File: src/hw/eth_dma_consts.svh
`ifndef ETH_DMA_CONSTS_SVH
`define ETH_DMA_CONSTS_SVH

// data path
`define ETH_DMA_DW      32
`define ETH_CMDQ_DEPTH  4

// buffer sizing, level width must hold ETH_BUF_DEPTH
`define ETH_BUF_DEPTH   64
`define ETH_BUF_LW      7

`define ETH_WR_MARK     16   // words before memory may pull
`define ETH_RD_LIMIT    48   // tx buffer words, rd_data_ready drops above
`define ETH_PLOAD_LEN   64   // max frame payload in bytes

`endif

File: src/hw/eth_dma_pkg.sv
`default_nettype none

`include "eth_dma_consts.svh"

package eth_dma_pkg;

	////////////////////////////////////////////////////////////////////////
	// vector types

	typedef logic [`ETH_DMA_DW-1:0] addr_t;   // byte address
	typedef logic [`ETH_DMA_DW-1:0] len_t;    // byte length
	typedef logic [`ETH_DMA_DW-1:0] word_t;
	typedef logic [`ETH_BUF_LW-1:0] level_t;  // fifo fill level

	////////////////////////////////////////////////////////////////////////
	// command as queued by the packet front end

	typedef struct packed {
		logic  rd;    // 1 = memory to ethernet
		addr_t addr;
		len_t  len;
	} cmd_t;

	////////////////////////////////////////////////////////////////////////
	// state machines

	typedef enum logic [1:0] {
		CMD_IDLE,
		CMD_REQ,
		CMD_ACK_LOW,
		CMD_DONE_WAIT
	} cmd_state_e;

	typedef enum logic [1:0] {
		TX_IDLE,
		TX_FILL,
		TX_START,
		TX_WAIT_DONE
	} tx_state_e;

endpackage

`default_nettype wire

File: src/hw/eth_dma_cmd_fsm.sv
`timescale 1ns/1ns
`default_nettype none

module eth_dma_cmd_fsm (
	input  wire                  dma_clk,
	input  wire                  dma_rstn,
	input  wire                  i_q_empty,
	input  wire eth_dma_pkg::cmd_t i_q_head,
	output logic                 o_q_pop,
	output eth_dma_pkg::cmd_t    o_cmd,
	output logic                 o_wr_req,
	input  wire                  i_wr_ack,
	input  wire                  i_wr_done,
	output logic                 o_rd_req,
	input  wire                  i_rd_ack,
	input  wire                  i_rd_done,
	output logic                 o_rx_start,
	output logic                 o_split_start
);
	import eth_dma_pkg::*;

	cmd_state_e state;
	cmd_t       cmd_q;     // active command, held until done
	logic       req_q;
	logic       ack;
	logic       done;

	// channel select by direction
	assign ack  = cmd_q.rd ? i_rd_ack : i_wr_ack;
	assign done = cmd_q.rd ? i_rd_done : i_wr_done;

	assign o_cmd    = cmd_q;
	assign o_wr_req = req_q && !cmd_q.rd;
	assign o_rd_req = req_q && cmd_q.rd;

	always_ff @(posedge dma_clk) begin
		if (state == CMD_IDLE && !i_q_empty) begin
			cmd_q <= i_q_head;   // fwft head, popped next cycle
		end
	end

	////////////////////////////////////////////////////////////////////////
	// four-phase handshake toward the memory engine

	always_ff @(posedge dma_clk or negedge dma_rstn) begin
		if (!dma_rstn) begin
			state         <= CMD_IDLE;
			req_q         <= 1'b0;
			o_q_pop       <= 1'b0;
			o_rx_start    <= 1'b0;
			o_split_start <= 1'b0;
		end else begin
			o_q_pop       <= 1'b0;
			o_rx_start    <= 1'b0;
			o_split_start <= 1'b0;
			case (state)
				CMD_IDLE: begin
					if (!i_q_empty) begin
						o_q_pop       <= 1'b1;
						o_rx_start    <= !i_q_head.rd;
						o_split_start <= i_q_head.rd;
						state         <= CMD_REQ;
					end
				end
				CMD_REQ: begin
					if (req_q && ack) begin
						req_q <= 1'b0;
						state <= CMD_ACK_LOW;
					end else begin
						req_q <= 1'b1;   // rises the cycle after pop
					end
				end
				CMD_ACK_LOW: begin
					if (!ack)
						state <= CMD_DONE_WAIT;
				end
				CMD_DONE_WAIT: begin
					if (done)
						state <= CMD_IDLE;
				end
				default: state <= CMD_IDLE;
			endcase
		end
	end

endmodule

`default_nettype wire

File: config.mk
export PLATFORM = sky130hd
export DESIGN_NAME = eth_dma_cmd_fsm
export DESIGN_NICKNAME = d
export VERILOG_FILES = /design/src/hw/eth_dma_pkg.sv /design/src/hw/eth_dma_cmd_fsm.sv
export VERILOG_INCLUDE_DIRS = /design/src /design/src/hw
export SDC_FILE = /design/constraint.sdc
export NUM_CORES = 1
export LEC_CHECK = 0
export ABC_AREA = 1
export BUFFER_PORTS_ARGS = -buffer_cell sky130_fd_sc_hd__clkbuf_2
export CAP_MARGIN = 20
export CORE_MARGIN = 5
export CORE_UTILIZATION = 30
export CTS_CLUSTER_DIAMETER = 120
export DETAILED_ROUTE_END_ITERATION = 8
export GPL_ROUTABILITY_DRIVEN = 0
export GPL_TIMING_DRIVEN = 0
export SYNTH_ARGS = -nofsm -noshare
export SYNTH_HDL_FRONTEND = slang
export SYNTH_SLANG_ARGS = --single-unit
File: constraint.sdc
create_clock -name dma_clk -period 3.95 [get_ports dma_clk]
set_clock_uncertainty 0.05 [all_clocks]
set_input_delay 0.9875 -clock dma_clk [delete_from_list [all_inputs] [get_ports dma_clk]]
set_output_delay 0.9875 -clock dma_clk [all_outputs]
set_load 0.005 [all_outputs]
[Yosys cells after proc, flatten, opt, wreduce, memory -nomap -nowiden]
Cells that the tools add are included.
Cells by class
  add/subtract/negate cells: 0
  multipliers: 0
  divide/modulo/power cells: 0
  magnitude comparators: 0
  equality and inequality tests: 7
  shift-type cells: 0
  muxes and demuxes: 14
  bitwise logic cells: 0
  reductions and logical operators: 9
Operator list (count)
  2-to-1 mux 1 bit: 9
  2-to-1 mux 2 bit: 4
  != test 2 bit (second input constant): 4
  one-hot mux 2 bit (4 select lines): 1
  == test 2 bit (second input constant): 2
  logical AND 1 bit: 4
  AND reduction 4 bit: 1
  zero test 1 bit: 3
  == test 2 x 1 -> 1 bit (second input constant): 1
  zero test 2 bit: 1
Word-level totals
  register bits after elaboration: 71
  latch bits: 0
  RAM bits: 0
  bits in read-only memories: 0
  input port bits: 72
  output and inout port bits: 70
  logic and storage cells: 38
  memories kept: 0

[Depth between registers and ports, before layout]
  depth in word-level cells: 4
  depth in mapped cells: 8
  gate-level depth less buffers: 8

[Worst setup path before layout]
Ideal clock, no wire load.
  path kind: input to register
  from: in i_q_empty
  to: reg cmd_q (netlist bit o_cmd[0]), enable pin
  library setup time: 490 ps
  arrival time: 3722 ps
  data required time: 3410 ps
  path slack: -312 ps
  cell stages on the path: 1
  path buffers: 0
  cells stage by stage: nor2_1
On the way
  word-level cells in the longest chain between the ends: 2
Ends and longest elaborated chain
  start: declaration: RTL line eth_dma_cmd_fsm.sv:7  | input wire i_q_empty,
  zero test 1 bit
  logical AND 1 bit: RTL line eth_dma_cmd_fsm.sv:37  | if (state == CMD_IDLE && !i_q_empty) begin
  end signal: assignment: RTL line eth_dma_cmd_fsm.sv:38  | cmd_q <= i_q_head;
  end: declaration: RTL line eth_dma_cmd_fsm.sv:23  | cmd_t cmd_q;
Every way passes these cells.
A chain may end at the register's enable or synchronous reset.

[Worst setup path after layout]
  from: reg state[1]
  to: reg cmd_q (netlist bit o_cmd[32]), enable pin
On the way
  word-level cells in the longest chain between the ends: 2
Ends and longest elaborated chain
  start: declaration: RTL line eth_dma_cmd_fsm.sv:22  | cmd_state_e state;
  start signal: assignment: RTL line eth_dma_cmd_fsm.sv:47  | state <= CMD_IDLE;
  start signal: assignment: RTL line eth_dma_cmd_fsm.sv:62  | state <= CMD_REQ;
  start signal: assignment: RTL line eth_dma_cmd_fsm.sv:68  | state <= CMD_ACK_LOW;
  zero test 2 bit: RTL line eth_dma_cmd_fsm.sv:37
  logical AND 1 bit: RTL line eth_dma_cmd_fsm.sv:37
Every way passes these cells.

==> summary.md <==
The flow ran to the end, and the final reports show no timing, DRC or antenna violations. In this run, the number of DRC markers left after iteration 0 of detailed routing was 48. The synthesized netlist occupies a cell area of 2320 µm².

The overall die height was 98.0 µm; the number of nets in the final layout was 339. The critical path in this run is classified as register to register. The endpoint identified for the worst register-to-register timing path is o_cmd[32]$_DFFE_PP_.

The post-cts repair resize count is 0, and the number of stages on the worst setup path is 5. The worst path uses 55.6% of the clock period. The run gives 15 as the distinct cell type count after synthesis.

The slowest library cell on the worst path was nor2_4. TritonCTS built the clock tree. After detailed routing, the number of vias per cell comes to 4.11. The floorplan die width came out at 98.0 µm. The tools report the kind of capture point of the worst setup path as a register. Ranked by total cell area, the synthesized netlist is headed by edfxtp_1 (84%), dfrtp_1 (6.5%), ha_1 (2.7%), nand2_1 (1.6%), inv_1 (1.1%).

The run gives 0 as the remaining number of nets flagged by the antenna check after routing. The via count of the first global-routing pass was 1669. At the later pin of the worst-skew pair, clock insertion delay measures 0.33 ns. The largest single stage delay on the critical path is 0.70 ns. The logs give 1.76 ns for the setup slack of the worst register-to-register path and 90.5% for the sequential element share of the synthesized area. The floorplan die area is 9600 µm². Count of antenna diodes in the layout: 0.

The clock tree synthesis step divided the H-tree into 3 levels. Counting stages on the worst path, the most repeated cell is inv_1. The Yosys step of the flow raised 0 warnings. The startpoint identified for the worst register-to-register timing path is state[1]$_DFFE_PN0P_. The post-route setup TNS is 0 ns, and the final number of setup-violating endpoints is 0. Input and output buffers added on the ports amount to 141. After synthesis, the mean cell area works out to 21.3 µm². The number of remaining DRC errors was 0; the tightest slew margin relative to the limit was 39.4%. The finished cells cover 3400 µm².

The first detailed-routing pass ran for 3 iterations. The number of clock buffers added by TritonCTS is 9. After layout, the minimum clock period comes to 2.19 ns. The run gives 44.4% as the core utilization of the finished layout.

The relative area change from synthesis to final layout was 46.2%. Kind of start point of the critical path: a register. The tools report the number of clock sinks as 71.

In this run the cell area measured after placement is 3180 µm². Entering global routing, the biggest net connects 37 pins. The first element of the critical path is state[1]$_DFFE_PN0P_.

Synthesis produced 109 cells. The top cell type by area accounts for 84.1% of the synthesized area. The combined buffer and inverter count along the critical path is 3, and the site row count is 32. The synthesized design contains 71 register bits. The number of buffers inserted for hold repair after clock tree synthesis was 0. Classification of the worst-slack hold path: input pin to async pin. The logs give 11.5% for the total routing resource utilization after global routing and 0 for the hold violation count in the final report. Counting along the longest clock path gives a buffer depth of 2.

The count of final max-slew check failures is 0. The logs give 7650 µm² for the core area and 1.39 ns for the worst slack at placement. At the pin with the least slew margin, the transition time is 0.906 ns. The number of fill cells in the layout came out at 713. The power density normalized to cell area is 615 nW/µm². Across all setup checks in the final design, the least slack found is 1.76 ns.

The cell family contributing the most delay on the critical path is simple AND/OR/NAND/NOR gates. The post-route netlist has 61.8% of its cells at a drive strength greater than 1. The clock-pin slew of the registers on the worst-case setup and hold paths came out at 0.08 ns. Data required time of the critical path: 3.92 ns. Clock root buffer: clkbuf_8.

The run gives 5.31 mm as the total wire length after detailed routing. STA puts the critical path data arrival time at 2.16 ns. The final route contains 1515 vias. The tools report the number of setup buffers added after CTS as 0. The total half-perimeter wirelength after legalization and detailed placement was 4.24 mm; the fmax was 456 MHz.

142 I/O pins were placed. Setup repair after global routing left no endpoint under its margin. Traced cell by cell, the critical path runs through inv_1 > ha_1 > inv_1 > nor2_4 > buf_12.

The total grt overflow is 0, and the leakage power total is 0.00152 µW. The number of nets in the synthesized netlist is 186, and the maximum fanout along the worst path is 36. Across the VDD grid, the largest voltage drop is 339 µV. The first global-routing pass estimated 8.54 mm of wire. The tools report the number of antenna violations at the first check in global routing as 0.

The timing endpoint of the critical path was o_cmd[32]$_DFFE_PP_. For this configuration, the core starts out at a cell density of 30.4%. For the number of maximum-capacitance constraint violations, the log shows 0.

The cell type contributing the most total cell area after synthesis was edfxtp_1. The number of cells on the worst reg-to-reg path is 5. The mean routed wirelength per cell works out to 14.4 µm.
## cells in the final DEF, fill, tap and decap left out
cell,count
clkbuf_2,141
edfxtp_1,65
nand2_1,10
clkbuf_8,9
inv_1,7
dfrtp_1,6
ha_1,5
inv_2,2
nand3_1,2
nand2_2,2
nand3_2,2
nand4_1,2
bufinv_16,2
clkinv_2,2
clkinvlp_4,2
nor2_1,1
nor2_4,1
nor3b_1,1
nor3_1,1
or2_2,1
o21ai_0,1
clkbuf_1,1
buf_12,1
## worst min path at each step
stage | start | to | slack, ns | cells after the start
after global routing | dma_rstn | o_rx_start$_DFF_PN0_ | 0.40 | 1
after floorplan | state[1]$_DFFE_PN0P_ | state[1]$_DFFE_PN0P_ | 0.44 | 2
after global placement | state[1]$_DFFE_PN0P_ | state[1]$_DFFE_PN0P_ | 0.47 | 2
after CTS | dma_rstn | o_rx_start$_DFF_PN0_ | 0.41 | 1
final | dma_rstn | o_rx_start$_DFF_PN0_ | 0.42 | 1
after detailed placement | state[1]$_DFFE_PN0P_ | state[1]$_DFFE_PN0P_ | 0.47 | 2
## cell usage after synthesis
cell and instances:
edfxtp_1 65, nand2_2 2, nand4_1 2, inv_1 7, inv_2 2, nor3_1 1
nand3_1 2, or2_2 1, ha_1 5, nor3b_1 1, nand3_2 2, nand2_1 10
nor2_1 2, o21ai_0 1, dfrtp_1 6
## report_power, final
group          internal [µW]  switching (µW)  total (µW)  leakage (µW)
logic                    171             238         409      0.000740
registers               1010            50.7        1060      0.000680
clock network            354             264         617      0.000102
total                   1540             552        2090       0.00152
## kinds of logic after synthesis
logic type,Yosys count,share of synthesized area [%]
AO/OA/AOI/OAI,1,0.215
flip-flops,71,90.5
AND/OR/NAND/NOR,23,5.12
adder cells (fa/ha/maj),5,2.69
buffers and inverters,9,1.46
## layout make-up
type	count	area (µm²)	area share [%]
flip-flops and latches	71	2100	61.9
clock buffers	10	128	3.76
inverters	9	33.8	0.995
repair buffers	142	726	21.4
well taps	102	128	3.76
multi-input cells	29	194	5.71
clock inverters	6	85.1	2.51
## metrics by stage
stage	instances	total power [µW]	hold slack (ns)
2_1_floorplan	109	1270	0.439
3_3_place_gp	352	1490	0.472
3_5_place_dp	353	1500	0.471
4_1_cts	369	2130	0.407
5_1_grt	369	2220	0.402
6_report	369	2090	0.424
## worst register-to-register path, stage by stage (launching register included)
cell,delay (ns)
dfrtp_1,0.41
inv_1,0.12
ha_1,0.18
inv_1,0.09
nor2_4,0.70
buf_12,0.30
## sequential cells by signal (all words and copies together) (netlist names)
name / count
o_rx_start: 1
o_cmd: 65
o_split_start: 1
req_q: 1
o_q_pop: 1
state: 2
## routing by layer
metal	wire length (µm)	track usage, %
met3	478	6.00
met2	2630	18.3
met4	138	4.79
met1	2060	13.0
met5	0	0
Power figures use the tool's default switching activity.
