**src/hw/eth_dma_consts.svh**
```systemverilog
`ifndef ETH_DMA_CONSTS_SVH
`define ETH_DMA_CONSTS_SVH

// data path
`define ETH_DMA_DW      32
`define ETH_CMDQ_DEPTH  4

// buffer sizing, level width must hold ETH_BUF_DEPTH
`define ETH_BUF_DEPTH   64
`define ETH_BUF_LW      7

`define ETH_WR_MARK     16   // words before memory may pull
`define ETH_RD_LIMIT    48   // tx buffer words, rd_data_ready drops above
`define ETH_PLOAD_LEN   64   // max frame payload in bytes

`endif

```
**src/hw/eth_dma_pkg.sv**
```systemverilog
`default_nettype none

`include "eth_dma_consts.svh"

package eth_dma_pkg;

	////////////////////////////////////////////////////////////////////////
	// vector types

	typedef logic [`ETH_DMA_DW-1:0] addr_t;   // byte address
	typedef logic [`ETH_DMA_DW-1:0] len_t;    // byte length
	typedef logic [`ETH_DMA_DW-1:0] word_t;
	typedef logic [`ETH_BUF_LW-1:0] level_t;  // fifo fill level

	////////////////////////////////////////////////////////////////////////
	// command as queued by the packet front end

	typedef struct packed {
		logic  rd;    // 1 = memory to ethernet
		addr_t addr;
		len_t  len;
	} cmd_t;

	////////////////////////////////////////////////////////////////////////
	// state machines

	typedef enum logic [1:0] {
		CMD_IDLE,
		CMD_REQ,
		CMD_ACK_LOW,
		CMD_DONE_WAIT
	} cmd_state_e;

	typedef enum logic [1:0] {
		TX_IDLE,
		TX_FILL,
		TX_START,
		TX_WAIT_DONE
	} tx_state_e;

endpackage

`default_nettype wire

```
**src/hw/eth_dma_tx_seq.sv**
```systemverilog
`timescale 1ns/1ns
`default_nettype none

`include "eth_dma_consts.svh"

module eth_dma_tx_seq (
	input  wire                  dma_clk,
	input  wire                  dma_rstn,
	input  wire                  i_chunk_valid,
	input  wire eth_dma_pkg::len_t   i_chunk_len,
	input  wire eth_dma_pkg::level_t i_tx_level,
	output logic                 o_permit,
	output logic                 o_tx_start,
	output eth_dma_pkg::len_t    o_tx_len,
	input  wire                  i_tx_done,
	output logic                 o_rd_data_ready
);
	import eth_dma_pkg::*;

	tx_state_e state;
	len_t      avail_bytes;
	logic      fill_hit;

	assign avail_bytes = len_t'(i_tx_level) * len_t'(`ETH_DMA_DW / 8);
	assign fill_hit    = (state == TX_FILL) && (avail_bytes >= i_chunk_len);

	// memory pauses while the tx buffer sits above the limit
	assign o_rd_data_ready = (i_tx_level <= level_t'(`ETH_RD_LIMIT));

	always_ff @(posedge dma_clk) begin
		if (fill_hit) begin
			o_tx_len <= i_chunk_len;
		end
	end

	////////////////////////////////////////////////////////////////////////
	// frame sequencing

	always_ff @(posedge dma_clk or negedge dma_rstn) begin
		if (!dma_rstn) begin
			state      <= TX_IDLE;
			o_tx_start <= 1'b0;
			o_permit   <= 1'b0;
		end else begin
			o_tx_start <= 1'b0;
			o_permit   <= 1'b0;
			case (state)
				TX_IDLE: begin
					if (i_chunk_valid)
						state <= TX_FILL;
				end
				TX_FILL: begin
					if (fill_hit) begin
						o_tx_start <= 1'b1;
						state      <= TX_START;
					end
				end
				TX_START: begin
					o_permit <= 1'b1;   // splitter consumes the chunk
					state    <= i_tx_done ? TX_IDLE : TX_WAIT_DONE;
				end
				TX_WAIT_DONE: begin
					if (i_tx_done)
						state <= TX_IDLE;
				end
				default: state <= TX_IDLE;
			endcase
		end
	end

endmodule

`default_nettype wire

```
**config.mk**
```make
export PLATFORM = sky130hd
export DESIGN_NAME = eth_dma_tx_seq
export DESIGN_NICKNAME = d
export VERILOG_FILES = /design/src/hw/eth_dma_pkg.sv /design/src/hw/eth_dma_tx_seq.sv
export VERILOG_INCLUDE_DIRS = /design/src /design/src/hw
export SDC_FILE = /design/constraint.sdc
export NUM_CORES = 1
export LEC_CHECK = 0
export BUFFER_PORTS_ARGS = -buffer_cell sky130_fd_sc_hd__buf_4
export CORE_MARGIN = 2
export CORE_UTILIZATION = 40
export CTS_BUF_LIST = sky130_fd_sc_hd__clkbuf_16
export DETAILED_ROUTE_END_ITERATION = 6
export PLACE_DENSITY = 0.73
export SLEW_MARGIN = 30
export SYNTH_ARGS = -nofsm -noshare
export SYNTH_HDL_FRONTEND = slang
export SYNTH_SLANG_ARGS = --single-unit
```
**constraint.sdc**
```tcl
create_clock -name dma_clk -period 12.2 [get_ports dma_clk]
set_clock_uncertainty 0.15 [all_clocks]
set_input_delay 3.66 -clock dma_clk [delete_from_list [all_inputs] [get_ports dma_clk]]
set_output_delay 3.66 -clock dma_clk [all_outputs]
set_load 0.02 [all_outputs]
```
* After elaboration in Yosys (flattened, before gate mapping)
Cells that the tools add are included.
W data, S select, Z words.
** Operators by class
- Equality and inequality tests :: 6
- $lt $le $gt $ge :: 2
- Bitwise operators :: 0
- Add/subtract/negate cells :: 0
- Shifts and indexed selects :: 0
- Multipliers :: 0
- Reductions and logical operators :: 3
- Divide/modulo/power cells :: 0
- Muxes and demuxes :: 8
** Operators with widths (number)
- $ge A9 B32 Y1 :: 1
- $mux W2 :: 4
- $pmux W2 S4 :: 1
- $le A7 B6 Y1 const B :: 1
- $ne A2 B2 Y1 const B :: 3
- $eq A2 B2 Y1 const B :: 2
- $mux W1 :: 3
- $reduce_and A3 Y1 :: 1
- $eq A2 B1 Y1 const B :: 1
- $logic_not A2 Y1 :: 1
- $logic_and A1 B1 Y1 :: 1
** Storage, ports and cells
- Memory bits (writable) :: 0
- Input bits :: 43
- Memories kept :: 0
- Memory bits (read-only) :: 0
- Register bits :: 36
- Latch bits :: 0

* Longest topological paths before layout
Gate-level depths: netlist of run 1.
- Depth in word-level cells :: 4
- Gate-level depth with buffers :: 6
- Mapped depth without buffers :: 6

* Worst setup path after synthesis of run 1
OpenSTA, ideal clock, no wires.
- Path type :: in2reg
- From :: input i_chunk_len[2]
- To :: register o_tx_start
- Arrival time :: 9585 ps
- Path slack :: 1816 ps
- Cell stages on the path :: 6
- Path through :: inv_1 > ha_1 > nor3b_1 > o311a_1 > o21ai_1 > a2111oi_0
** Between the ends
- Longest elaborated chain between the ends :: 4
** RTL lines
- from (decl) :: RTL line eth_dma_tx_seq.sv:10 : input wire eth_dma_pkg::len_t i_chunk_len,
- $ge A9 B32 Y1 :: RTL line eth_dma_tx_seq.sv:25 : assign fill_hit = (state == TX_FILL) && (avail_bytes >= i_chunk_len);
- $logic_and A1 B1 Y1 :: RTL line eth_dma_tx_seq.sv:25
- via fill_hit :: RTL line eth_dma_tx_seq.sv:22 : logic fill_hit;
- $mux W1 :: RTL line eth_dma_tx_seq.sv:53 : if (fill_hit) begin
- $mux W1 :: RTL line eth_dma_tx_seq.sv:47 : case (state)
- to (signal assigned) :: RTL line eth_dma_tx_seq.sv:42 : o_tx_start <= 1'b0;
- to (signal assigned) :: RTL line eth_dma_tx_seq.sv:45 : o_tx_start <= 1'b0;
- to (signal assigned) :: RTL line eth_dma_tx_seq.sv:54 : o_tx_start <= 1'b1;
- to (decl) :: RTL line eth_dma_tx_seq.sv:13 : output logic o_tx_start,
The timed path passes the listed nets, and every way through them passes these cells.
A chain may end at the register's enable or synchronous reset.

* Worst setup path after layout of run 1
- From :: input i_tx_level[0]
- To :: output o_rd_data_ready
** Between the ends
- Longest elaborated chain between the ends :: 1
** RTL lines
- from (decl) :: RTL line eth_dma_tx_seq.sv:11 : input wire eth_dma_pkg::level_t i_tx_level,
- $le A7 B6 Y1 :: RTL line eth_dma_tx_seq.sv:28 : assign o_rd_data_ready = (i_tx_level <= level_t'(`ETH_RD_LIMIT));
- to (decl) :: RTL line eth_dma_tx_seq.sv:16 : output logic o_rd_data_ready
No other way between the ends.

==> flow_summary.ini, run 1 <==
[synthesis]
synth.largest_area_cell = edfxtp_1
ys_top_cells_by_count = edfxtp_1 (32), ha_1 (7), inv_1 (7), dfrtp_1 (4)
synth_top_area_share_pct = 67.9
synth_area_sq_mm = 0.00142
yosysWarnings = 0
avgSynthCellArea_sq_um = 17.0
synth-async-reset-ratio_pct = 11.1
ys_seq_elements = 36
ys_seq_area_share_pct = 75.0
synthCells = 83
synth_ff_type = edfxtp_1
synth_area_leaders = edfxtp_1 (68%), dfrtp_1 (7.1%), ha_1 (6.2%), nor4_2 (2.7%), inv_1 (1.9%)
synthMostInstantiatedCell = edfxtp_1
synth-edff-count = 32
syn-num-nets = 133
synth.distinct_cells = 27

[timing]
period_share_pct = 69.3
slew_violations = 0
fmax_mhz = 118
hold_slack_ns = 0.309
rsz0062_at_grt = no
hold_viol = 0
setup_viol = 0
maxSlewHeadroom_pct = 67.3
worstMarginPinSlew_ns = 0.489
min_period_ns = 8.46
timing.setup.tns_ns = 0

[pwr]
powerDensity_mw_per_mm2 = 131
p_int_w = 0.000242
switching_share_pct = 17.5
total_power_w = 0.000293
seq_power_share_pct = 45.9
switchingPower_w = 0.0000513
ir_drop_v = 0.0000739
clkPwrFrac_pct = 47.2
p_leak_nw = 0.951
combPwrFrac_pct = 7.0

[routing]
drtPass1Iterations = 4
drtAntennaViolNets = 0
num_vias = 1019
routed_wl_mm = 3.09
drc = 0
vias_per_cell = 4.74
drt-wirelength-per-cell_microns = 14.4
dr.first_iter.drc_count = 24

[setup_path]
cp_slowest_cell = or4_1
crit_fanout = 2
rr_worst_depth = 4
crit_start = i_tx_level[0]
arrival_ns = 4.65
crit_chain = buf_4 > or4_1 > a31oi_1 > buf_4
r2r-start = state[0]
path_class = primary input to output pin
worst_setup_path_end_kind = output pin
cpPeakStageDelay_ns = 0.52
cp-start-kind = primary input
timing.rr.end = o_tx_len[25]
cp_common_cell = buf_4
r2r_slack_ns = 9.90
crit_end = o_rd_data_ready
critPathTopFamily = simple AND/OR/NAND/NOR gates
crit_buf_inv = 2
crit_required_ns = 8.39
crit_cells = 4

[floorplan]
initial_core_util_pct = 42.1
core_sq_mm = 0.00336
rows = 21
dieArea_sq_mm = 0.00403
die_w_microns = 63.5
io_pins = 78
die_h_microns = 63.5

[finish]
layout-drive-gt1-share_pct = 54.4
syn_to_final_growth_pct = 57.5
fin_nets = 218
fin_area_sq_mm = 0.00223
antennaDiodeCount = 0

[clocking]
cts_hold_buf = 0
ctsResizeCount = 0
root_buffer = clkbuf_16
htree_levels = 2
post-cts-setup-buffer-count = 0
cts-buffers-inserted = 5
clk_pin_slew_worst_paths_ns = 0.05
cts_sinks = 36
clock_path_buffers = 2
clock_latency_ns = 0.27
cts_tree = built

[hold_path]
hold_depth = 1
worst_hold_path_type = register to register

[job]
cap_violations = 0

[global_route]
grt_overflow_total = 0
grt_pass1_vias = 1059
antenna_found_initial = 0
grt_pass1_wl_mm = 5.06
grt_max_degree = 32
grt_use_total_pct = 17.1

[placement]
place_area_sq_mm = 0.00206
portBuffers = 77
hpwlAfterDp_mm = 2.44
gp_congestion = 0.865

[run_status]
status = complete, no violations
[area by class of cell]
| type | instances | area (sq um) |
|---|---|---|
| Clock buffer | 5 | 125 |
| Clock inverter | 3 | 38.8 |
| Fill cell | 274 | 1130 |
| Inverter | 7 | 26.3 |
| Multi-Input combinational cell | 40 | 334 |
| Sequential cell | 36 | 1060 |
| Tap cell | 46 | 57.6 |
| Timing Repair Buffer | 78 | 586 |
[power groups by stage]
| stage | sequential (W) | combinational [W] | clock [W] |
|---|---|---|---|
| 2_1_floorplan | 0.000137 | 0.00000602 | 0 |
| 3_3_place_gp | 0.000137 | 0.0000200 | 0 |
| 3_5_place_dp | 0.000137 | 0.0000205 | 0 |
| 4_1_cts | 0.000134 | 0.0000207 | 0.000140 |
| 5_1_grt | 0.000134 | 0.0000231 | 0.000147 |
| 6_report | 0.000134 | 0.0000204 | 0.000138 |
[sequential cells by signal (all words and copies together) (netlist names)]
signal      cells
o_permit        1
o_tx_len       32
state           2
o_tx_start      1
[worst reg2reg max path, cell delays in order, from the launching register on]
cell	delay (ns)
dfrtp_1	0.37
nor4b_2	0.21
nand4_1	0.24
a2111oi_2	0.52
buf_4	0.45
[worst min path at each step]
| stage | startpoint | end | slack, ns |
|---|---|---|---|
| finish | state[0] | o_permit | 0.31 |
| global route | state[0] | o_permit | 0.34 |
| CTS | state[0] | o_permit | 0.31 |
| detailed placement | state[0] | o_permit | 0.30 |
| global placement | state[0] | o_permit | 0.30 |
| floorplan | state[0] | o_permit | 0.27 |
[placed cells by master, fill, tap and decap left out]
cell type and count:
nor4_1 2, a21oi_1 2, or2_2 1, a31oi_1 1, edfxtp_1 32, a41oi_1 1, nor3b_1 1, clkbuf_16 5
clkinv_2 1, o211ai_2 1, nand2_1 3, nand4_1 1, ha_1 7, nor4_2 3, dfrtp_1 4, a2111oi_2 1
o21a_1 1, nor4b_2 1, buf_4 78, and4_1 1, nor2b_1 1, nand2b_1 1, o21ai_0 2, bufinv_16 1
o21ai_1 1, or4_1 2, inv_1 8, nor2_1 3, o211ai_1 1, or4b_1 1, o311a_1 1
[layer usage]
| metal | wire (microns) | vias up | global-route usage, % |
|---|---|---|---|
| met5 | 0 | - | 0 |
| met1 | 1210 | 478 | 19.2 |
| met2 | 1660 | 36 | 29.1 |
| li1 | - | 501 | - |
| met3 | 156 | 4 | 4.82 |
| met4 | 58 | 0 | 9.78 |
[kinds of logic (layout without fill, tap and decap cells)]
group,Yosys count,count (layout),share of synthesized area [%]
compound gates,12,12,6.10
fa+ha+maj,7,7,6.19
flops,36,36,75.0
simple gates,21,21,10.9
buf+inv,7,93,1.86
[per-stage QoR]
stage / setup WS [ns] / util [%] / std cells
global placement: 3.75 / 61.4 / 207
CTS: 3.76 / 66.3 / 215
detailed placement: 3.75 / 61.4 / 207
floorplan: 1.82 / - / 83
global route: 3.72 / 66.3 / 215
finish: 3.74 / 66.3 / 215
Power figures use the tool's default switching activity.
==> inputs of run 2 (changes only) <==
clock period = 7.8 ns   (was 12.2 ns; I/O delays follow)
==> flow_summary.ini, run 2 (synthesized netlist as in run 1, its figures left out) <==
[timing]
maxSlewHeadroom_pct = 76.6
fmax_mhz = 173
rsz0062_at_grt = no
hold_viol = 0
slew_violations = 0
timing.setup.tns_ns = 0
min_period_ns = 5.79
hold_slack_ns = 0.309
worstMarginPinSlew_ns = 0.346
setup_viol = 0
period_share_pct = 74.2

[clocking]
htree_levels = 2
ctsResizeCount = 0
clock_path_buffers = 2
cts_sinks = 36
cts_hold_buf = 0
post-cts-setup-buffer-count = 0
root_buffer = clkbuf_16
cts_tree = built
clock_latency_ns = 0.27
cts-buffers-inserted = 5
clk_pin_slew_worst_paths_ns = 0.06

[routing]
routed_wl_mm = 3.08
drtAntennaViolNets = 0
vias_per_cell = 4.76
num_vias = 1028
drtPass1Iterations = 4
dr.first_iter.drc_count = 34
drc = 0
drt-wirelength-per-cell_microns = 14.3

[global_route]
grt_use_total_pct = 16.6
grt_pass1_wl_mm = 4.96
grt_max_degree = 18
antenna_found_initial = 0
grt_overflow_total = 0
grt_pass1_vias = 1060

[setup_path]
crit_buf_inv = 2
crit_chain = buf_4 > or4_1 > a31oi_1 > buf_4
r2r_slack_ns = 5.77
cp_common_cell = buf_4
rr_worst_depth = 4
crit_fanout = 2
worst_setup_path_end_kind = output pin
arrival_ns = 3.30
r2r-start = state[0]
cp_slowest_cell = or4_1
crit_required_ns = 5.31
critPathTopFamily = simple AND/OR/NAND/NOR gates
path_class = primary input to output pin
cpPeakStageDelay_ns = 0.51
crit_cells = 4
cp-start-kind = primary input
timing.rr.end = o_tx_len[27]

[pwr]
p_leak_nw = 0.956
powerDensity_mw_per_mm2 = 206
ir_drop_v = 0.000104

[floorplan]
core_sq_mm = 0.00336
rows = 21
initial_core_util_pct = 42.1
die_w_microns = 63.5
dieArea_sq_mm = 0.00403
die_h_microns = 63.5
io_pins = 78

[hold_path]
worst_hold_path_type = register to register
worstHoldEndpoint = o_permit
hold_depth = 1
holdCritStartpoint = state[0]

[placement]
hpwlAfterDp_mm = 2.51
gp_congestion = 0.832
numPlacedInstances = 208
portBuffers = 77

[finish]
layout-drive-gt1-share_pct = 54.7
antennaDiodeCount = 0
layout_commonest_cell = buf_4
syn_to_final_growth_pct = 58.0
fin_util_pct = 66.5
largest_register_ffs = 32
final_cell_mix = buf_4 (79), edfxtp_1 (32), inv_1 (8), ha_1 (7), clkbuf_16 (5)
final_cells = 216
top_regs = o_tx_len: 32 flops, state: 2 flops
fin_nets = 219
top_register = o_tx_len

[job]
cap_violations = 0

[run_status]
status = complete, no violations
-- run 2: per-layer routing --
metal  GRT usage [%]  routed length, microns  up-vias
li1                -                       -      502
met1            16.9                    1120      486
met2            31.4                    1770       33
met3            3.21                     117        7
met4            8.70                      73        0
met5               0                       0        -
-- run 2: area by class of cell --
class	count	area (sq um)
multi-input cells	40	334
clock inverters	3	38.8
well taps	46	57.6
fillers	261	1130
flip-flops and latches	36	1060
repair buffers	79	593
clock buffers	5	125
inverters	7	26.3
-- run 2: power breakdown --
group / internal [W] / switching [W]
Clock: 0.000149 / 0.0000689
Sequential: 0.000210 / 0.00000000000694
Combinational: 0.0000192 / 0.0000130
-- run 2: worst max path at each step --
stage                               from  slack [ns]              end
final                      i_tx_level[0]        2.01  o_rd_data_ready
after global routing       i_tx_level[0]        1.97  o_rd_data_ready
after CTS                  i_tx_level[0]        2.01  o_rd_data_ready
after detailed placement   i_tx_level[0]        2.01  o_rd_data_ready
after global placement     i_tx_level[0]        2.01  o_rd_data_ready
after floorplan           i_chunk_len[2]        0.36      o_tx_len[0]
-- run 2: stage by stage --
step | area (sq um) | setup slack (ns) | power (W)
final | 2240 | 2.01 | 0.000460
after detailed placement | 2070 | 2.01 | 0.000246
after floorplan | 1420 | 0.360 | 0.000223
after global placement | 2070 | 2.01 | 0.000245
after CTS | 2240 | 2.01 | 0.000462
after global routing | 2240 | 1.97 | 0.000474
