File: config.mk
export PLATFORM = sky130hd
export DESIGN_NAME = eth_tx_len_split
export DESIGN_NICKNAME = d
export VERILOG_FILES = /design/src/hw/eth_dma_pkg.sv /design/src/hw/eth_tx_len_split.sv
export VERILOG_INCLUDE_DIRS = /design/src /design/src/hw
export SDC_FILE = /design/constraint.sdc
export NUM_CORES = 1
export LEC_CHECK = 0
export BUFFER_PORTS_ARGS = -buffer_cell sky130_fd_sc_hd__buf_2
export CAP_MARGIN = 20
export CORE_UTILIZATION = 46
export CTS_CLUSTER_DIAMETER = 80
export CTS_CLUSTER_SIZE = 40
export DETAILED_ROUTE_END_ITERATION = 7
export PLACE_DENSITY_LB_ADDON = 0.1
export SYNTH_ARGS = -nofsm -noshare
export SYNTH_HDL_FRONTEND = slang
export SYNTH_SLANG_ARGS = --single-unit
File: constraint.sdc
create_clock -name dma_clk -period 8.56 [get_ports dma_clk]
set_input_delay 0.856 -clock dma_clk [delete_from_list [all_inputs] [get_ports dma_clk]]
set_output_delay 0.856 -clock dma_clk [all_outputs]
set_load 0.05 [all_outputs]
File: src/hw/eth_dma_consts.svh
`ifndef ETH_DMA_CONSTS_SVH
`define ETH_DMA_CONSTS_SVH

// data path
`define ETH_DMA_DW      32
`define ETH_CMDQ_DEPTH  4

// buffer sizing, level width must hold ETH_BUF_DEPTH
`define ETH_BUF_DEPTH   64
`define ETH_BUF_LW      7

`define ETH_WR_MARK     16   // words before memory may pull
`define ETH_RD_LIMIT    48   // tx buffer words, rd_data_ready drops above
`define ETH_PLOAD_LEN   64   // max frame payload in bytes

`endif

File: src/hw/eth_dma_pkg.sv
`default_nettype none

`include "eth_dma_consts.svh"

package eth_dma_pkg;

	////////////////////////////////////////////////////////////////////////
	// vector types

	typedef logic [`ETH_DMA_DW-1:0] addr_t;   // byte address
	typedef logic [`ETH_DMA_DW-1:0] len_t;    // byte length
	typedef logic [`ETH_DMA_DW-1:0] word_t;
	typedef logic [`ETH_BUF_LW-1:0] level_t;  // fifo fill level

	////////////////////////////////////////////////////////////////////////
	// command as queued by the packet front end

	typedef struct packed {
		logic  rd;    // 1 = memory to ethernet
		addr_t addr;
		len_t  len;
	} cmd_t;

	////////////////////////////////////////////////////////////////////////
	// state machines

	typedef enum logic [1:0] {
		CMD_IDLE,
		CMD_REQ,
		CMD_ACK_LOW,
		CMD_DONE_WAIT
	} cmd_state_e;

	typedef enum logic [1:0] {
		TX_IDLE,
		TX_FILL,
		TX_START,
		TX_WAIT_DONE
	} tx_state_e;

endpackage

`default_nettype wire

File: src/hw/eth_tx_len_split.sv
`timescale 1ns/1ns
`default_nettype none

`include "eth_dma_consts.svh"

module eth_tx_len_split (
	input  wire                  dma_clk,
	input  wire                  dma_rstn,
	input  wire                  i_start,
	input  wire eth_dma_pkg::len_t   i_len,
	output logic                 o_chunk_valid,
	output eth_dma_pkg::len_t    o_chunk_len,
	input  wire                  i_permit
);
	import eth_dma_pkg::*;

	len_t remain;       // bytes not yet handed out, current chunk included
	len_t remain_next;

	function automatic len_t chunk_of(input len_t bytes);
		len_t pload;
		pload = len_t'(`ETH_PLOAD_LEN);
		return (bytes > pload) ? pload : bytes;
	endfunction

	assign remain_next = remain - o_chunk_len;

	////////////////////////////////////////////////////////////////////////
	// one chunk on offer at a time, next one after each permit

	always_ff @(posedge dma_clk or negedge dma_rstn) begin
		if (!dma_rstn) begin
			remain        <= '0;
			o_chunk_valid <= 1'b0;
			o_chunk_len   <= '0;
		end else begin
			if (i_start) begin
				remain        <= i_len;
				o_chunk_valid <= (i_len != '0);
				o_chunk_len   <= chunk_of(i_len);
			end else if (i_permit && o_chunk_valid) begin
				remain        <= remain_next;
				o_chunk_valid <= (remain_next != '0);   // last chunk consumed
				o_chunk_len   <= chunk_of(remain_next);
			end
		end
	end

endmodule

`default_nettype wire

; Word-level counts from Yosys, hierarchy flattened
; Index checks and enable logic that the tools add are counted.
[totals]
ff_bits = 65
input_bits = 36
out_inout_bits = 33
wordCells = 18
[op_classes]
n_addsub = 1
n_lt_le_gt_ge = 2
muxes = 8
n_reduce_logical = 4
[op_table]
columns = cell, n
row1 = $mux 32, 6
row2 = $gt 32x7->1 const B, 2
row3 = $reduce_bool 32->1, 2
row4 = $sub 32x32->32, 1
row5 = $mux 1, 2
row6 = $reduce_bool 2->1, 1
row7 = $logic_and 1x1->1, 1

; Longest topological paths before layout
; Gate-level depths: netlist (run 1).
[logic_depth]
depth_word = 5
depth_mapped = 12
mapped_depth_nobuf = 12

; Worst setup path after synthesis (run 1)
; OpenSTA, ideal clock, no wires.
[synth_path]
path_type = register to register
from = reg o_chunk_len[0]
to = reg o_chunk_len[0]
setup_time_ns = 0.104
arrival_ns = 3.260
required_time_ns = 8.456
setup_slack_ns = 5.196
path_stages_with_launch = 12
path_buffers = 0
synth_period_minus_slack_ns = 3.364
cell_sequence = dfrtp_1 -> ha_1 -> fa_1 -> nand2b_1 -> a21o_1 -> a311o_1 -> o211a_1 -> or3_4 -> a22oi_2 -> and4_4 -> nand2_4 -> o41ai_2
[synth_between]
elab_chain_len = 5
[synth_rtl]
columns = item, line
row1 = "start, declared", eth_tx_len_split.sv:12  ; output eth_dma_pkg::len_t o_chunk_len,
row2 = "start signal, assigned", eth_tx_len_split.sv:40  ; o_chunk_len <= chunk_of(i_len);
row3 = "start signal, assigned", eth_tx_len_split.sv:44  ; o_chunk_len <= chunk_of(remain_next);
row4 = $sub 32x32->32 *, eth_tx_len_split.sv:26  ; assign remain_next = remain - o_chunk_len;
row5 = $gt 32x7->1, eth_tx_len_split.sv:23  ; return (bytes > pload) ? pload : bytes;
row6 = $mux 32 *, eth_tx_len_split.sv:23
row7 = $mux 32 *, eth_tx_len_split.sv:41  ; end else if (i_permit && o_chunk_valid) begin
row8 = $mux 32 *, eth_tx_len_split.sv:37  ; if (i_start) begin
; Mark *: on every way between the ends. The rest lies on a longest branch, timed or not. The select of a mux whose other input is x is not followed.
; A chain may end at the register's enable or synchronous reset.

; Worst setup path after layout (run 1)
[layout_path]
from = reg o_chunk_len[0]
to = reg o_chunk_len[3]
; Same word-level chain as after synthesis.

==> impl_metrics.json, run 1 <==
{
  "wire_per_inst_um": 18.2,
  "num_antenna_cells": 0,
  "power.share.clock_pct": 19.1,
  "cts_tree": "done",
  "start_kind": "flop",
  "grt_setup_unrepaired": "false",
  "post-route-min-period_ns": 3.57,
  "p_comb_share_pct": 56.2,
  "seqPwrFrac_pct": 24.7,
  "end_kind": "flop",
  "numCtsBuffers": 9,
  "layout-drive-gt1-share_pct": 17.0,
  "grt_max_degree": 66,
  "fin_crit_sh_pct": 41.7,
  "ys_types": 79,
  "internal-power_mw": 0.848,
  "area_growth_pct": 12.2,
  "synth.net_count": 688,
  "tightestPinTransition_ns": 0.920,
  "yosysTopAreaCell": "dfrtp_1",
  "avgSynthCellArea_um2": 8.17,
  "synth-main-ff-cell": "dfrtp_1",
  "antenna_left": 0,
  "crit_family": "compound AO/OA/AOI/OAI gates",
  "syn_area_um2": 5060,
  "synth-warning-count": 0,
  "synth_enable_flop_cells": 0,
  "rows": 37,
  "grt.total_usage_pct": 27.2,
  "slowest_stage": "a311oi_1",
  "yosys-top-cells-area": "dfrtp_1 32%, ha_1 7.7%, a21oi_1 5.5%",
  "slowest_delay_ns": 0.60,
  "syn_inst": 620,
  "path_buf_inv": 0,
  "io_buffers": 68,
  "grt_pass1_wl_um": 23800,
  "slew_headroom_pct": 38.6,
  "worst_hold_slack_ns": 0.489,
  "clk_pin_slew_ns": 0.07,
  "setup_violations": 0,
  "insertion_delay_ns": 0.37,
  "io_pins": 69,
  "die_w_um": 107,
  "gp_congestion": 0.906,
  "powerDensity_nw_per_um2": 275,
  "stdcell_area_um2": 5680,
  "cts_resized": 0,
  "leakage_nw": 2.55,
  "outcome": "finished clean",
  "die_h_um": 107,
  "cts_root_buf": "clkbuf_8",
  "ys_seq_elements": 65,
  "p_sw_mw": 0.715,
  "cts_setup_buffers": 0,
  "clock_tree.buffer_depth": 2,
  "critPathKind": "reg2reg",
  "drc_errors": 0,
  "cts.sinks": 65,
  "firstDrtPassIters": 5,
  "fillers": 1010,
  "nets": 742,
  "wirelength_um": 14800,
  "power_switching_share_pct": 45.8,
  "maxCapViolations": 0,
  "fin_setup_tns_ns": 0,
  "fin_util_pct": 54.1,
  "max_freq_ghz": 0.280,
  "cp_cell_sequence": "ha_1 -> fa_1 -> nand2b_1 -> a21o_1 -> a311oi_1 -> a31o_2 -> o221ai_1 -> nor4b_1 -> and4_4 -> nand2_4 -> o41ai_2",
  "core_area_um2": 10500,
  "dp_hpwl_um": 11400,
  "max-vdd-ir-drop_uv": 134,
  "place_area_um2": 5470,
  "die-area_um2": 11400,
  "hold_viol": 0,
  "yosysSeqAreaShare_pct": 32.1,
  "grt_pass1_vias": 4663,
  "initial_core_util_pct": 48.2,
  "slew_viol_final": 0,
  "via_per_inst": 6.04,
  "finClkSkew_ns": 0.0111,
  "synthArstFlopShare_pct": 100,
  "arrival_ns": 3.84,
  "required_ns": 8.83,
  "vias": 4913,
  "ctsHoldBuffers": 0,
  "antenna_found_initial": 0,
  "drt_iter0_drc": 318,
  "htree_levels": 3,
  "min_path_type": "reg2reg",
  "grt-ovfl-total": 0,
  "crit_path_max_fanout": 6,
  "synth_top_area_share_pct": 32.1
}
## cell usage after synthesis, types with 3 or more instances
cell type	n
o211a_1	3
a31oi_1	9
buf_2	5
nor3_1	12
dfrtp_1	65
clkbuf_2	3
a21o_1	10
a21oi_1	56
o21a_1	7
o211ai_1	8
and2_1	5
nor4_1	10
nand3_1	13
a221o_1	3
nor2_1	74
a22oi_1	6
nand2_1	63
mux2i_1	8
xor2_1	11
o21ai_0	43
o21bai_1	4
a2111oi_0	3
a41oi_1	3
xnor2_1	4
a211oi_1	9
o41ai_2	6
nand2b_1	4
and3_1	4
ha_1	31
o31ai_1	5
clkbuf_1	13
nand4_1	9
inv_1	43
buf_4	4
or3_1	3
## kinds of logic (layout without fill, tap and decap cells)
| group | Yosys count | in the layout | share of synthesized area (%) |
|---|---|---|---|
| adder cells (fa/ha/maj) | 32 | 32 | 8.05 |
| AND/OR/NAND/NOR | 216 | 216 | 20.6 |
| multiplexers | 10 | 10 | 2.03 |
| buffers and inverters | 72 | 129 | 6.13 |
| XOR/XNOR | 15 | 15 | 2.59 |
| flip-flops | 65 | 65 | 32.1 |
| AO/OA/AOI/OAI | 210 | 210 | 28.5 |
## path summary, 6_finish.rpt
kind / start / to / slack, ns / depth (start not counted)
setup / recovery: o_chunk_len[0] / o_chunk_len[3] / 4.99 / 11
hold / removal: remain[11] / remain[11] / 0.49 / 2
setup reg to reg: o_chunk_len[0] / o_chunk_len[3] / 4.99 / 11
hold reg to reg: remain[11] / remain[11] / 0.49 / 2
max in group asynchronous: dma_rstn / remain[12] / 7.35 / 2
min in group asynchronous: dma_rstn / o_chunk_len[16] / 0.67 / 2
## registers in the layout (all words and copies together), names as in the netlist
name and cells:
o_chunk_len 32, remain 32, o_chunk_valid 1
## stage by stage
step / worst slack, ns / instances / power, mW
6_report: 4.99 / 813 / 1.56
5_1_grt: 4.79 / 813 / 1.68
4_1_cts: 5.06 / 813 / 1.56
3_5_place_dp: 5.02 / 799 / 1.25
3_3_place_gp: 5.03 / 799 / 1.25
2_1_floorplan: 5.20 / 620 / 1.04
## metal layers
layer  up-vias  GRT usage, %  part of all wire, %  wire, um
li1       2378             -                    -         -
met1      2342          36.3                   46      6740
met2       165          44.1                   46      6860
met3        28          4.01                  5.4       801
met4         0          11.2                  2.5       371
met5         -             0                    0         0
## power groups by stage
stage          Clock, mW  Sequential (mW)  Combinational (mW)
3_5_place_dp           0            0.391               0.861
2_1_floorplan          0            0.385               0.657
4_1_cts            0.305            0.386               0.866
5_1_grt            0.317            0.391               0.973
6_report           0.299            0.385               0.878
3_3_place_gp           0            0.389               0.862
## cell usage in the layout (no fill, tap or decap), types with 5 or more instances in the layout
cell type   n
nand3_1    13
a31oi_1     9
o31ai_1     5
xor2_1     11
o21a_1      7
and2_1      5
a21o_1     10
o21ai_0    43
nor4_1     10
nor3_1     12
a211oi_1    9
clkbuf_8   11
a22oi_1     6
o211ai_1    8
nor2_1     74
dfrtp_1    65
ha_1       31
o41ai_2     6
mux2i_1     8
inv_1      43
a21oi_1    55
nand2_1    63
buf_2      68
nand4_1     9
## layout make-up
class | count | area, um2 | share of cell area, %
multi-input combinational | 483 | 3140 | 55.2
sequential | 65 | 1630 | 28.6
timing repair buffer | 72 | 370 | 6.52
tap | 136 | 170 | 2.99
inverter | 43 | 161 | 2.84
clock buffer | 11 | 151 | 2.66
clock inverter | 3 | 65.1 | 1.14
## worst reg2reg max path: cells and delay by family, from the launching register on
kind	cells	cell delay, ns
compound gates	5	1.51
flops	1	0.41
fa+ha+maj	2	0.64
simple gates	4	0.92
Note: power is estimated with default switching activity, not from simulation.
==> inputs of run 2 (changes only) <==
- clock period: 8.56 -> 3.13 ns (I/O delays scaled with it)
==> run 2 against run 1 <==
Effect of this change:
- the run now ends with setup timing left
- total power grew to 3.1 times the previous value
- sequential share of layout area shrank 2.8 points
- register-to-register slack got worse by 5.1 ns
- clock-buffer cell count is 1 lower
- largest power group unchanged
- sequential power grew to 2.8 times the previous value
- non-clock buffer count grew 66
- wire length grew 9.6%
- sequential cell count did not move
- core utilization up 6.3 points
- first-iteration DRC count fell by 10%
- combinational power rose to 3.4 times the previous value
==> impl_metrics.json, run 2 (synthesis results as in run 1) <==
{
  "slew_viol_final": 0,
  "tightestPinTransition_ns": 0.787,
  "grt.total_usage_pct": 29.8,
  "cp_cell_sequence": "ha_4 -> fa_2 -> nand2b_4 -> a21o_1 -> a311o_1 -> o211a_1 -> or3_4 -> a22oi_2 -> and4_4 -> nand2_8 -> o41ai_2",
  "ctsHoldBuffers": 0,
  "startpoint": "o_chunk_len[0]",
  "multi_input_area_um2": 3310,
  "wirelength_um": 16200,
  "die_w_um": 107,
  "grt_setup_unrepaired": "true",
  "via_per_inst": 5.93,
  "die_h_um": 107,
  "drc_errors": 0,
  "insertion_delay_ns": 0.38,
  "antenna_left": 0,
  "vias": 5222,
  "final_common_cell": "nor2_1",
  "arrival_ns": 3.51,
  "dp.cells": 857,
  "grt_pass1_vias": 5134,
  "required_ns": 3.41,
  "max-vdd-ir-drop_uv": 342,
  "cts.sinks": 65,
  "io_pins": 69,
  "end_kind": "flop",
  "dp_hpwl_um": 12600,
  "fin_ws_ns": -0.0981,
  "rows": 37,
  "num_antenna_cells": 0,
  "fillers": 987,
  "fin_setup_tns_ns": -0.381,
  "antenna_found_initial": 0,
  "setup_violations": 6,
  "outcome": "finished, violations left",
  "seqCellArea_um2": 1640,
  "fin_util_pct": 60.4,
  "start_kind": "flop",
  "slowest_delay_ns": 0.44,
  "hold_viol": 0,
  "drt_iter0_drc": 285,
  "area_growth_pct": 25.4,
  "cts_root_buf": "clkbuf_8",
  "initial_core_util_pct": 48.2,
  "layout-drive-gt1-share_pct": 28.6,
  "max_freq_ghz": 0.310,
  "post-route-min-period_ns": 3.23,
  "numCtsBuffers": 9,
  "core_area_um2": 10500,
  "grt_max_degree": 43,
  "powerDensity_nw_per_um2": 754,
  "clock_tree.buffer_depth": 2,
  "violations": "setup timing",
  "mostFrequentLayoutCells": "74 x nor2_1, 68 x buf_2, 68 x buf_4, 63 x nand2_1, 57 x dfrtp_1",
  "critPathKind": "reg2reg",
  "wire_per_inst_um": 18.4,
  "htree_levels": 3,
  "crit_family": "compound AO/OA/AOI/OAI gates",
  "stdcell_count": 881,
  "maxCapViolations": 0,
  "dp_worst_setup_slack_ns": -0.136,
  "path_buf_inv": 0,
  "clk_pin_slew_ns": 0.08,
  "finClkSkew_ns": 0.0133,
  "fin_crit_sh_pct": 103,
  "nets": 808,
  "min_path_type": "in2async",
  "grt_pass1_wl_um": 26000,
  "top_regs": "o_chunk_len (32), remain (32), o_chunk_valid (1)",
  "leakage_nw": 2.87,
  "slew_headroom_pct": 47.6,
  "r2r-start": "o_chunk_len[0]",
  "die-area_um2": 11400,
  "slowest_stage": "dfrtp_2",
  "io_buffers": 68,
  "cts_tree": "done",
  "firstDrtPassIters": 5,
  "gp_congestion": 0.915,
  "crit_path_max_fanout": 6,
  "grt-ovfl-total": 0
}
==> run 2: final cells by class <==
type	count	share of cell area (%)
multi-input cells	483	52.2
inverters	43	2.54
clock buffers	10	2.01
repair buffers	138	13.9
clock inverters	6	0.926
well taps	136	2.68
flip-flops and latches	65	25.8
==> run 2: path summary, 6_finish.rpt <==
path | to | slack, ns | depth (start not counted)
max reg2reg | o_chunk_len[2] | -0.1 | 11
min | remain[17] | 0.01 | 1
max | o_chunk_len[2] | -0.1 | 11
min in group dma_clk | remain[7] | 0.16 | 3
min reg2reg | remain[20] | 0.49 | 2
max in group asynchronous | o_chunk_len[6] | 2.46 | 2
==> run 2: timing repair <==
| action | 4_1_cts | 5_1_grt |
|---|---|---|
| resized for setup | 6 | 23 |
| pin swaps | 4 | 9 |
| setup endpoints to repair | 8 | 9 |
| setup buffers | 7 | 1 |
==> run 2: per-stage QoR <==
stage	hold slack, ns	power (mW)	area [um2]
4_1_cts	0.0364	4.64	6220
3_3_place_gp	0.413	3.82	5950
3_5_place_dp	0.439	3.84	5950
5_1_grt	0.0693	5.12	6350
6_report	0.0138	4.79	6350
2_1_floorplan	0.0174	2.86	5100
==> run 2: worst reg2reg max path: stages (launching register included) <==
cell	delay, ns
dfrtp_2	0.44
ha_4	0.17
fa_2	0.33
nand2b_4	0.16
a21o_1	0.19
a311o_1	0.35
o211a_1	0.28
or3_4	0.34
a22oi_2	0.17
and4_4	0.29
nand2_8	0.09
o41ai_2	0.32
==> run 2: power by group <==
| part | switching, mW | internal, mW | total, mW |
|---|---|---|---|
| Combinational | 1.74 | 1.26 | 3.00 |
| Sequential | 0.0859 | 0.973 | 1.06 |
| Clock | 0.361 | 0.363 | 0.724 |
| Total | 2.18 | 2.60 | 4.79 |
==> run 2: layer usage <==
layer / vias to the layer above / part of all wire, % / global-route usage (%)
li1: 2510 / - / -
met1: 2528 / 45 / 38.9
met2: 151 / 48 / 49.5
met3: 33 / 4.3 / 4.01
met4: 0 / 3.1 / 12.4
met5: - / 0 / 0
